## src/design/gl_matrix_pkg.sv

```systemverilog
`default_nettype none

package gl_matrix_pkg;

    ////////////////////////////////////////////////////////////
    // element, row and matrix types
    ////////////////////////////////////////////////////////////

    typedef logic signed [31:0] fix_t;      // Q16.16
    typedef logic [127:0]       mat_row_t;  // element 0 in bits 127:96
    typedef logic [511:0]       matrix_t;   // row 0 in bits 511:384
    typedef logic [1:0]         row_idx_t;
    typedef logic               mat_mode_t; // 0 modelview, 1 projection
    typedef logic [2:0]         mat_op_t;
    typedef logic [2:0]         level_t;    // matrices on the stack minus one

    localparam fix_t FIX_ONE = 32'h0001_0000;

    localparam mat_op_t OP_LOAD    = 3'd0;
    localparam mat_op_t OP_LOAD_ID = 3'd1;
    localparam mat_op_t OP_PUSH    = 3'd2;
    localparam mat_op_t OP_POP     = 3'd3;
    localparam mat_op_t OP_MULT    = 3'd4;

    localparam int MV_DEPTH = 8;
    localparam int PJ_DEPTH = 2;

    typedef struct packed {
        mat_op_t   op;
        mat_mode_t mode;
        matrix_t   operand;
    } mat_cmd_t;

    typedef struct packed {
        logic   refused;
        level_t level;     // level after the command
    } mat_resp_t;

    ////////////////////////////////////////////////////////////
    // row and element pick helpers
    ////////////////////////////////////////////////////////////

    function automatic mat_row_t get_row(input matrix_t m, input row_idx_t r);
        mat_row_t rows [4];
        {rows[0], rows[1], rows[2], rows[3]} = m;
        return rows[r];
    endfunction

    function automatic fix_t get_elem(input mat_row_t row, input row_idx_t e);
        fix_t el [4];
        {el[0], el[1], el[2], el[3]} = row;
        return el[e];
    endfunction

endpackage

`default_nettype wire

```

## src/design/matrix_cmd_ctrl.sv

```systemverilog
`timescale 1ns/100ps
`default_nettype none

module matrix_cmd_ctrl (
    input  logic                      clk,
    input  logic                      arst_n,
    input  logic                      cmd_req,
    input  gl_matrix_pkg::mat_cmd_t   cmd,
    output logic                      cmd_ack,
    output gl_matrix_pkg::mat_resp_t  resp,
    // stack side
    output gl_matrix_pkg::mat_mode_t  st_mode,
    output logic                      wr_en,
    output gl_matrix_pkg::mat_mode_t  wr_mode,
    output gl_matrix_pkg::row_idx_t   wr_row,
    output gl_matrix_pkg::mat_row_t   wr_data,
    output logic                      id_en,
    output logic                      push_en,
    output logic                      pop_en,
    input  logic                      full,
    input  logic                      single,
    input  gl_matrix_pkg::matrix_t    cur_top,
    input  gl_matrix_pkg::level_t     level,
    // multiplier side
    output logic                      mul_go,
    output gl_matrix_pkg::mat_row_t   mul_row,
    output gl_matrix_pkg::matrix_t    mul_operand,
    input  logic                      mul_valid,
    input  gl_matrix_pkg::mat_row_t   mul_out
);
    import gl_matrix_pkg::*;

    typedef enum logic [2:0] {IDLE, LOAD_ROWS, MULT_ROWS, ACK, WAIT_REL} state_t;

    state_t   state;
    state_t   state_nxt;
    mat_cmd_t cmd_q;
    row_idx_t row_q;       // row being written (load) or issued (mult)
    logic     refused_q;
    logic     accept;
    logic     refuse;

    assign accept = (state == IDLE) && cmd_req;   // cmd_ack is always low in IDLE
    assign refuse = ((cmd.op == OP_PUSH) && full) || ((cmd.op == OP_POP) && single);

    // stack flags follow the incoming mode while idle
    assign st_mode = (state == IDLE) ? cmd.mode : cmd_q.mode;

    ////////////////////////////////////////////////////////////
    // single-cycle ops fire on accept
    ////////////////////////////////////////////////////////////

    assign push_en = accept && (cmd.op == OP_PUSH) && !full;
    assign pop_en  = accept && (cmd.op == OP_POP) && !single;
    assign id_en   = accept && (cmd.op == OP_LOAD_ID);

    // row port, mult writes land one row behind the issue index
    assign wr_en   = (state == LOAD_ROWS) || ((state == MULT_ROWS) && mul_valid);
    assign wr_mode = cmd_q.mode;
    assign wr_row  = (state == MULT_ROWS) ? row_q - 2'd1 : row_q;
    assign wr_data = (state == MULT_ROWS) ? mul_out : get_row(cmd_q.operand, row_q);

    // stop issuing once row 3 comes back
    assign mul_go      = (state == MULT_ROWS) && !(mul_valid && (row_q == 2'd0));
    assign mul_row     = get_row(cur_top, row_q);
    assign mul_operand = cmd_q.operand;

    assign cmd_ack = (state == ACK);
    assign resp    = '{refused: refused_q, level: level};

    ////////////////////////////////////////////////////////////
    // FSM
    ////////////////////////////////////////////////////////////

    always_comb
    begin
        state_nxt = state;
        case (state)
            IDLE:
            begin
                if (cmd_req)
                begin
                    case (cmd.op)
                        OP_LOAD: state_nxt = LOAD_ROWS;
                        OP_MULT: state_nxt = MULT_ROWS;
                        default: state_nxt = ACK;     // push, pop, identity done already
                    endcase
                end
            end
            LOAD_ROWS:
            begin
                if (row_q == 2'd3)
                begin
                    state_nxt = ACK;
                end
            end
            MULT_ROWS:
            begin
                if (mul_valid && (row_q == 2'd0))
                begin
                    state_nxt = ACK;                  // row 3 written this cycle
                end
            end
            ACK:
            begin
                if (!cmd_req)
                begin
                    state_nxt = WAIT_REL;
                end
            end
            WAIT_REL:  state_nxt = IDLE;              // ack low for a cycle first
            default:   state_nxt = IDLE;
        endcase
    end

    always_ff @(posedge clk or negedge arst_n)
    begin
        if (!arst_n)
        begin
            state     <= IDLE;
            row_q     <= '0;
            refused_q <= 1'b0;
        end
        else
        begin
            state <= state_nxt;
            if (accept)
            begin
                row_q     <= '0;
                refused_q <= refuse;
            end
            else if ((state == LOAD_ROWS) || mul_go)
            begin
                row_q <= row_q + 2'd1;
            end
        end
    end

    always_ff @(posedge clk)
    begin
        if (accept)
        begin
            cmd_q <= cmd;
        end
    end

    // host must hold the command until it is acknowledged
    a_cmd_stable : assert property (
        @(posedge clk) disable iff (!arst_n) (cmd_req && !cmd_ack) |=> $stable(cmd))
        else $error("cmd changed while req pending");

endmodule

`default_nettype wire

```

## config.mk

```make
export PLATFORM = sky130hd
export DESIGN_NAME = matrix_cmd_ctrl
export DESIGN_NICKNAME = d
export VERILOG_FILES = /design/src/design/gl_matrix_pkg.sv /design/src/design/matrix_cmd_ctrl.sv
export SDC_FILE = /design/constraint.sdc
export NUM_CORES = 1
export LEC_CHECK = 0
export BUFFER_PORTS_ARGS = -buffer_cell sky130_fd_sc_hd__buf_2
export CORE_AREA = 8 8 753 755
export DETAILED_ROUTE_END_ITERATION = 8
export DIE_AREA = 0 0 761 763
export PLACE_DENSITY_LB_ADDON = 0.12
export SLEW_MARGIN = 20
export SYNTH_ARGS = -nofsm -noshare
export SYNTH_HDL_FRONTEND = slang
export SYNTH_SLANG_ARGS = --single-unit
```

## constraint.sdc

```tcl
create_clock -name clk -period 26.7 [get_ports clk]
set_input_delay 5.34 -clock clk [delete_from_list [all_inputs] [get_ports clk]]
set_output_delay 5.34 -clock clk [all_outputs]
set_load 0.02 [all_outputs]
```

==> results of run 1 <==
cells in the mapped netlist, drive strengths merged:
cell    number
a32o         1
o311ai       1
nor3b        1
a21o         1
xnor2        1
buf         61
nor2b        3
nor2         5
mux4       256
ha           2
a221oi       1
edfxtp     513
a21oi        5
nor3         4
nand2        8
nor4         1
mux2       129
and3         1
dfrtp        6
o31ai        1
mux2i        2
and2         1
a32oi        1
inv          4
nand2b       2
clkbuf      17
sequential cells by signal, indices dropped and copies added, names as in the netlist:
| signal | flops |
|---|---|
| wr_mode | 1 |
| refused_q | 1 |
| row_q | 2 |
| state | 3 |
| mul_operand | 512 |
area by class of cell:
type | count | area [um^2] | area share, %
flip-flops and latches | 519 | 15600 | 34.5
repair buffers | 1969 | 9950 | 22.1
well taps | 7314 | 9150 | 20.3
multi-input cells | 427 | 7480 | 16.6
clock buffers | 113 | 2320 | 5.14
diodes | 117 | 293 | 0.650
clock inverters | 35 | 283 | 0.628
inverters | 4 | 22.5 | 0.0500
kinds of logic after synthesis:
family                     after synthesis  share of synthesized area [%]
buffers and inverters                   82                           2.31
and+or+nand+nor                         26                          0.536
muxes                                  387                           30.7
adders and majority gates                2                          0.106
AOI/OAI and AO/OA                       11                          0.324
DFF                                    519                           66.0
xor gates and xnor gates                 1                         0.0372
power by group through the flow:
stage | Clock [W] | Sequential (W) | Combinational [W]
6_report | 0.00110 | 0.00125 | 0.00289
5_1_grt | 0.00119 | 0.00127 | 0.00305
4_1_cts | 0.00117 | 0.00127 | 0.00305
3_5_place_dp | 0 | 0.00129 | 0.00304
3_3_place_gp | 0 | 0.00129 | 0.00306
2_1_floorplan | 0 | 0.00137 | 0.00123
metrics by stage:
stage | hold WS, ns | std cells | instance area (um^2)
4_1_cts | 0.635 | 10400 | 44700
3_5_place_dp | 0.621 | 10200 | 42100
5_1_grt | 0.686 | 10400 | 44900
2_1_floorplan | 0.450 | 1028 | 23600
6_report | 0.635 | 10500 | 45100
3_3_place_gp | 0.645 | 10200 | 42100
routing by layer:
metal | track usage, % | share of wire, % | vias up
met3 | 6.82 | 13 | 598
li1 | - | - | 8666
met4 | 1.97 | 2.2 | 180
met1 | 12.8 | 34 | 11400
met2 | 22.7 | 51 | 1967
met5 | 0 | 0.31 | -
worst max path at each step:
stage / to / slack [ns] / cells after the start
floorplan: pop_en / 4.36 / 5
CTS: pop_en / 12.81 / 7
global route: pop_en / 12.82 / 7
global placement: pop_en / 12.77 / 7
finish: pop_en / 13.23 / 7
detailed placement: pop_en / 12.82 / 7
==> impl_metrics.csv, run 1 <==
group,metric,value,unit
status,status,"complete, no violations",
cts,cts_tree,"yes",
worst_setup_path,r2r-end,"mul_operand[169]",
sta,hold_violations,0,
yosys,synth_largest_area_cell,"edfxtp_1",
detailed_routing,wire_per_inst,36.3,um
cells_and_area,fin_nets,4173,
worst_setup_path,arrival,8.13,ns
worst_setup_path,cp_slowest_cell,"nor3_1",
placed_design,place.gp.congestion,0.958,
placed_design,dp_hpwl,350000,um
sta,relSlewSlack,34.5,%
grt,antenna_found_initial,420,
floorplanning,std_cell_rows,274,
placed_design,dp_slack,12.82,ns
power,p_leak,16.0,nW
detailed_routing,wirelength,381000,um
yosys,syn_area_per_cell,22.9,um^2
hold_path,hold_path_startpoint,"state[2]",
detailed_routing,via_per_inst,2.18,
detailed_routing,drt_pass1_iterations,7,
cells_and_area,fillCellCount,64500,
sta,slew_viol_final,0,
detailed_routing,drc,0,
sta,setup_slack,13.23,ns
sta,min_period_over_period,50.5,%
worst_setup_path,cp.required,21.36,ns
worst_setup_path,critPathLaunchType,"input port",
hold_path,hold_depth,1,
cts,numCtsBuffers,85,
sta,worst_pin_slew,0.982,ns
floorplanning,die_y,763,um
yosys,syn_area,0.0236,mm^2
sta,setup_viol,0,
cts,cts_setup_buffers,0,
worst_setup_path,critPathBufInv,3,
worst_setup_path,critPathMaxStageDelay,0.67,ns
worst_setup_path,crit_type,"input port to primary output",
worst_setup_path,rr_startpoint,"state[1]",
power,switching_share,51.1,%
hold_path,min_to,"state[1]",
worst_setup_path,reg2reg_depth,8,
sta,fin_crit,13.47,ns
cells_and_area,layout_common_cells,"buf_2 (1940), edfxtp_1 (513), mux4_2 (256)",
hold_path,min-delay-path-class,"register to register",
yosys,synth_top_area_share,65.3,%
sta,fmax,74.2,MHz
worst_setup_path,cp_max_fo,75,
floorplanning,io_pins,1947,
cts,cts_max_level,3,
grt,grt_max_degree,76,
power,clkPwrFrac,21.1,%
detailed_routing,dr_total_vias,22800,
power,peakVddDrop,0.0000479,V
power,p_int,0.00256,W
power,sequentialPowerShare,23.9,%
detailed_routing,ant_nets,0,
yosys,synth_cells,1028,
cells_and_area,final_core_util,8.12,%
cts,max-clock-path-buffers,4,
cts,cts_hold_repair.buffers,0,
sta,skew,0.0558,ns
sta,rsz0062_at_grt,"false",
power,powerDensity,116,mW/mm^2
worst_setup_path,cp_cell_sequence,"buf_2, nor2b_1, nand2_1, inv_8, nand2_1, nor3_1, buf_2",
yosys,synth_cell_types,29,
yosys,ys_top_cells_by_area,"edfxtp_1 (65%), mux4_2 (24%), mux2_2 (6.2%), buf_6 (0.86%), buf_4 (0.64%)",
floorplanning,die_x,761,um
grt,grt_pass1_wl,437000,um
floorplanning,start_util,4.25,%
yosys,synth_warnings,0,
cts,post_cts_resized,0,
cells_and_area,layout_commonest_cell,"buf_2",
cts,clock-sinks,519,
cts,clk_latency,0.82,ns
worst_setup_path,crit_path_end_kind,"primary output",
yosys,yosysSeqAreaShare,66.0,%
sta,tns,0,ns
grt,grt_overflow_total,0,
floorplanning,dieArea,0.581,mm^2
detailed_routing,dr.first_iter.drc_count,1469,
worst_setup_path,cpLargestDelayFamily,"simple AND/OR/NAND/NOR gates",
grt,grt_use_total,12.5,%
power,power_frac_comb,55.1,%
cells_and_area,synthToLayoutAreaGrowth,91.1,%
cts,path_clk_slew,0.05,ns
flow_run,maxCapViolations,0,
yosys,syn_nets,2195,
worst_setup_path,critPathLaunch,"cmd_req",
floorplanning,core-area,0.555,mm^2
cells_and_area,drive_above_1_share,80.5,%
placed_design,port_buffers,1940,
power,switchingPower,0.00268,W
power,total_power,0.00524,W
cts,clock-root-buffer,"clkbuf_16",
yosys,synth-seq-cells,519,
worst_setup_path,worst-r2r-setup-slack,20.55,ns
grt,first_global_vias,23700,
Note: power is estimated with default switching activity, not from simulation.
==> run 2, diff against run 1 <==
==> constraint.sdc (replaced) <==
create_clock -name clk -period 13.05 [get_ports clk]
set_input_delay 2.61 -clock clk [delete_from_list [all_inputs] [get_ports clk]]
set_output_delay 2.61 -clock clk [all_outputs]
set_load 0.02 [all_outputs]
==> run 2 against run 1 <==
  * Sequential cell count unchanged
  * Die area unchanged
  * Via count decreased by 0.76%
  * Register-to-register slack got worse by 12 ns
  * Count of clock-buffer cells in the layout decreased by 12
  * Sequential power increased by 100%
  * Largest power group unchanged
==> impl_metrics.csv, run 2 (synthesis results as in run 1) <==
group,metric,value,unit
status,status,"complete, no violations",
sta,worst_pin_slew,1.00,ns
cells_and_area,fillCellCount,64500,
power,peakVddDrop,0.000134,V
sta,min_period_over_period,54.3,%
cts,clock-sinks,519,
worst_setup_path,arrival,4.48,ns
floorplanning,core-area,0.555,mm^2
detailed_routing,wirelength,373000,um
worst_setup_path,reg2reg_depth,7,
worst_setup_path,r2r-end,"mul_operand[30]",
hold_path,min-delay-path-class,"register to register",
flow_run,maxCapViolations,0,
cells_and_area,final_area,0.0449,mm^2
sta,setup_viol,0,
power,powerDensity,236,mW/mm^2
worst_setup_path,crit_type,"register to primary output",
sta,relSlewSlack,33.0,%
grt,grt_pass1_wl,430000,um
cells_and_area,drive_above_1_share,80.6,%
worst_setup_path,cp.required,10.44,ns
cts,post_cts_resized,0,
detailed_routing,drc,0,
cts,clock-root-buffer,"clkbuf_16",
worst_setup_path,cp_max_fo,55,
floorplanning,std_cell_rows,274,
sta,fmax,141,MHz
worst_setup_path,endpoint,"wr_data[33]",
worst_setup_path,rr_startpoint,"state[1]",
cts,path_clk_slew,0.06,ns
cts,cts_hold_repair.buffers,0,
grt,grt_use_total,12.3,%
grt,grt_overflow_total,0,
cts,cts_setup_buffers,0,
hold_path,hold_path_startpoint,"refused_q",
cts,max-clock-path-buffers,4,
floorplanning,io_pins,1947,
grt,antenna_found_initial,408,
placed_design,dp_hpwl,342000,um
floorplanning,die_x,761,um
cells_and_area,synthToLayoutAreaGrowth,90.6,%
floorplanning,dieArea,0.581,mm^2
sta,slew_viol_final,0,
grt,first_global_vias,23700,
placed_design,port_buffers,1940,
detailed_routing,dr.first_iter.drc_count,1427,
sta,rsz0062_at_grt,"false",
detailed_routing,via_per_inst,2.17,
sta,skew,0.0893,ns
worst_setup_path,worst-r2r-setup-slack,8.57,ns
sta,tns,0,ns
cells_and_area,fin_nets,4174,
worst_setup_path,crit_path_end_kind,"primary output",
placed_design,place.gp.congestion,0.979,
sta,fin_crit,7.09,ns
detailed_routing,wire_per_inst,35.7,um
cells_and_area,layout_common_cells,"buf_2 (1940), edfxtp_1 (513), mux4_2 (256)",
sta,hold_violations,0,
floorplanning,start_util,4.25,%
cells_and_area,layout_commonest_cell,"buf_2",
worst_setup_path,critPathLaunchType,"register",
cts,clk_latency,0.83,ns
worst_setup_path,critPathLaunch,"row_q[0]",
detailed_routing,drt_pass1_iterations,5,
placed_design,detailed_place.area,0.0422,mm^2
floorplanning,die_y,763,um
cells_and_area,largest_reg_flops,512,
grt,grt_max_degree,121,
cts,cts_tree,"yes",
detailed_routing,ant_nets,0,
cts,numCtsBuffers,84,
power,p_leak,16.0,nW
cts,cts_max_level,3,
detailed_routing,dr_total_vias,22700,
cells_and_area,final_core_util,8.10,%
run 2: final cells by class:
class,count,area [um^2],area share [%]
Clock inverter,45,382,0.849
Antenna cell,63,158,0.351
Clock buffer,101,2190,4.87
Timing Repair Buffer,1971,10000,22.3
Tap cell,7314,9150,20.4
Inverter,4,18.8,0.0418
Multi-Input combinational cell,427,7480,16.6
Sequential cell,519,15600,34.6
run 2: per-stage QoR:
stage | hold slack [ns] | setup WS (ns) | instances | power [W]
CTS | 0.552 | 5.65 | 10400 | 0.0111
floorplan | 0.450 | 0.212 | 1028 | 0.00528
global route | 0.587 | 5.62 | 10400 | 0.0112
global placement | 0.553 | 6.03 | 10200 | 0.00880
finish | 0.542 | 5.96 | 10400 | 0.0106
detailed placement | 0.531 | 6.14 | 10200 | 0.00877
run 2: routing by layer:
layer / routed length, um / global-route usage [%] / vias to the layer above
met2: 189000 / 22.4 / 1920
met5: 1310 / 0 / -
met1: 124000 / 11.9 / 11300
met4: 8270 / 1.93 / 196
li1: - / - / 8597
met3: 50500 / 7.54 / 687
run 2: worst max-delay path: stages, from the launching register on:
cell and delay, ns:
dfrtp_4 0.99, buf_4 0.62, buf_12 0.42, mux4_2 0.78
mux2_2 0.33, buf_2 0.17
run 2: worst min-delay path by stage:
stage	slack, ns	to	cells past startpoint
3_5_place_dp	0.53	refused_q	2
2_1_floorplan	0.45	refused_q	2
4_1_cts	0.55	refused_q	2
3_3_place_gp	0.55	refused_q	2
5_1_grt	0.59	refused_q	2
6_report	0.54	refused_q	2
run 2: power by group:
part           leakage [nW]  total (W)  switching (W)  internal [W]
sequential             4.77    0.00251       0.000306       0.00221
clock                  1.26    0.00225       0.000943       0.00131
combinational          9.97    0.00586        0.00411       0.00174
total                  16.0     0.0106        0.00536       0.00526
==> run 3, diff against run 2 <==
==> constraint.sdc (replaced) <==
create_clock -name clk -period 6.3 [get_ports clk]
set_input_delay 1.26 -clock clk [delete_from_list [all_inputs] [get_ports clk]]
set_output_delay 1.26 -clock clk [all_outputs]
set_load 0.02 [all_outputs]
==> run 3 against run 2 <==
  * Combinational power rose by 100%
  * Sequential cell count did not move
  * Largest cell class unchanged
  * Global-route usage barely moved
  * Utilization rose by 0.072 points
  * Die area did not move
  * Sequential power rose by 120%
  * Register-to-register slack got worse by 5.6 ns
  * Non-clock buffer count rose by 15
  * Clock power rose by 110%
  * Via count rose by 3.2%
  * Sequential share of layout area fell by 0.30 points
==> impl_metrics.csv, run 3 (synthesis results as in run 1) <==
group,metric,value,unit
detailed_routing,wirelength,375000,um
worst_setup_path,r2r-end,"row_q[0]",
detailed_routing,drt-met1-wl,140000,um
cells_and_area,layout_commonest_cell,"buf_2",
floorplanning,dieArea,0.581,mm^2
placed_design,dp_hpwl,343000,um
floorplanning,die_y,763,um
cts,cts_tree,"yes",
floorplanning,io_pins,1947,
grt,first_global_vias,23800,
detailed_routing,ant_nets,0,
cts,cts_hold_repair.buffers,0,
floorplanning,die_x,761,um
sta,tns,0,ns
cts,cts_setup_buffers,0,
sta,min_period_over_period,76.4,%
grt,antenna_found_initial,435,
cells_and_area,largest_reg_flops,512,
worst_setup_path,critPathLaunchType,"register",
cells_and_area,layout_common_cells,"buf_2 (1940), edfxtp_1 (513), mux4_2 (256)",
worst_setup_path,cp.required,5.04,ns
detailed_routing,dr_wl_met2,183000,um
power,p_leak,16.2,nW
cts,cts_max_level,3,
detailed_routing,dr.first_iter.drc_count,1753,
cells_and_area,final_core_util,8.17,%
grt,grt_max_degree,109,
cts,clock-root-buffer,"clkbuf_16",
hold_path,min-delay-path-class,"input port to async pin",
detailed_routing,drt_pass1_iterations,5,
cells_and_area,synthToLayoutAreaGrowth,92.3,%
cts,numCtsBuffers,85,
floorplanning,std_cell_rows,274,
detailed_routing,dr_total_vias,23400,
cells_and_area,final_area,0.0453,mm^2
detailed_routing,via_per_inst,2.23,
sta,rsz0062_at_grt,"false",
detailed_routing,met3_length,42500,um
grt,grt_overflow_total,0,
detailed_routing,wire_per_inst,35.8,um
cells_and_area,drive_above_1_share,81.0,%
sta,skew,0.0417,ns
sta,fin_crit,4.82,ns
cts,clk_latency,0.78,ns
sta,setup_viol,0,
detailed_routing,top_layer,"met5",
floorplanning,start_util,4.25,%
worst_setup_path,crit_path_end_kind,"primary output",
worst_setup_path,cp_max_fo,42,
sta,relSlewSlack,39.1,%
grt,grt_use_total,12.3,%
cts,post_cts_resized,0,
status,status,"complete, no violations",
cts,path_clk_slew,0.06,ns
floorplanning,core-area,0.555,mm^2
placed_design,place.gp.congestion,0.917,
worst_setup_path,worst-r2r-setup-slack,2.94,ns
sta,worst_hold_slack,0.420,ns
worst_setup_path,arrival,3.56,ns
power,peakVddDrop,0.000215,V
detailed_routing,drc,0,
worst_setup_path,crit_type,"register to primary output",
worst_setup_path,reg2reg_depth,8,
power,powerDensity,486,mW/mm^2
sta,hold_violations,0,
cells_and_area,fin_nets,4190,
sta,fmax,208,MHz
sta,slew_viol_final,0,
grt,grt_pass1_wl,432000,um
worst_setup_path,rr_startpoint,"row_q[1]",
flow_run,maxCapViolations,0,
power,total_power,0.0220,W
cts,max-clock-path-buffers,4,
placed_design,detailed_place.area,0.0424,mm^2
cts,clock-sinks,519,
placed_design,port_buffers,1940,
sta,worst_pin_slew,0.913,ns
run 3: changes by cell type in the layout (fill, tap and decap cells not counted), sizes merged:
cell | previous run | this run
clkbuf | 101 | 97
clkinv | 33 | 40
bufinv | 6 | 8
diode | 63 | 100
inv | 7 | 5
buf | 1971 | 1986
run 3: worst max-delay path: stages (launching register included):
cell     delay, ns
dfrtp_1       0.49
nor2_1        0.24
and2_4        0.58
buf_4         0.58
mux2_2        0.40
buf_2         0.18
run 3: area by class of cell:
type                    count  area [um^2]
fillers                 64400       509000
repair buffers           1986        10200
inverters                   4         18.8
flip-flops and latches    519        15600
clock inverters            52          507
diodes                    100          250
well taps                7314         9150
multi-input cells         427         7500
clock buffers              97         2170
run 3: metal layers:
layer,global-route usage (%),vias up
met5,0,-
met4,1.92,184
met3,5.68,654
met2,21.6,2075
met1,13.8,11800
li1,-,8689
run 3: power by group:
part / internal, W / leakage, nW / switching, W / total, W
clock: 0.00280 / 1.31 / 0.00200 / 0.00480
sequential: 0.00458 / 4.77 / 0.000928 / 0.00550
combinational: 0.00369 / 10.1 / 0.00805 / 0.0117
total: 0.0111 / 16.2 / 0.0110 / 0.0220
run 3: metrics by stage:
step           instances  worst slack (ns)
2_1_floorplan       1028             -3.60
3_3_place_gp       10200              1.28
3_5_place_dp       10300              2.06
4_1_cts            10400              1.19
5_1_grt            10400              1.17
6_report           10500              1.48
run 3: how the worst max path moves through the flow:
stage,to,cells after the start,slack [ns],startpoint
final,wr_data[53],5,1.48,state[2]
after global placement,pop_en,7,1.28,cmd_req
after floorplan,pop_en,5,-3.60,cmd_req
after global routing,wr_data[32],5,1.17,state[2]
after CTS,mul_go,7,1.19,row_q[1]
after detailed placement,mul_operand[2],7,2.06,cmd_req
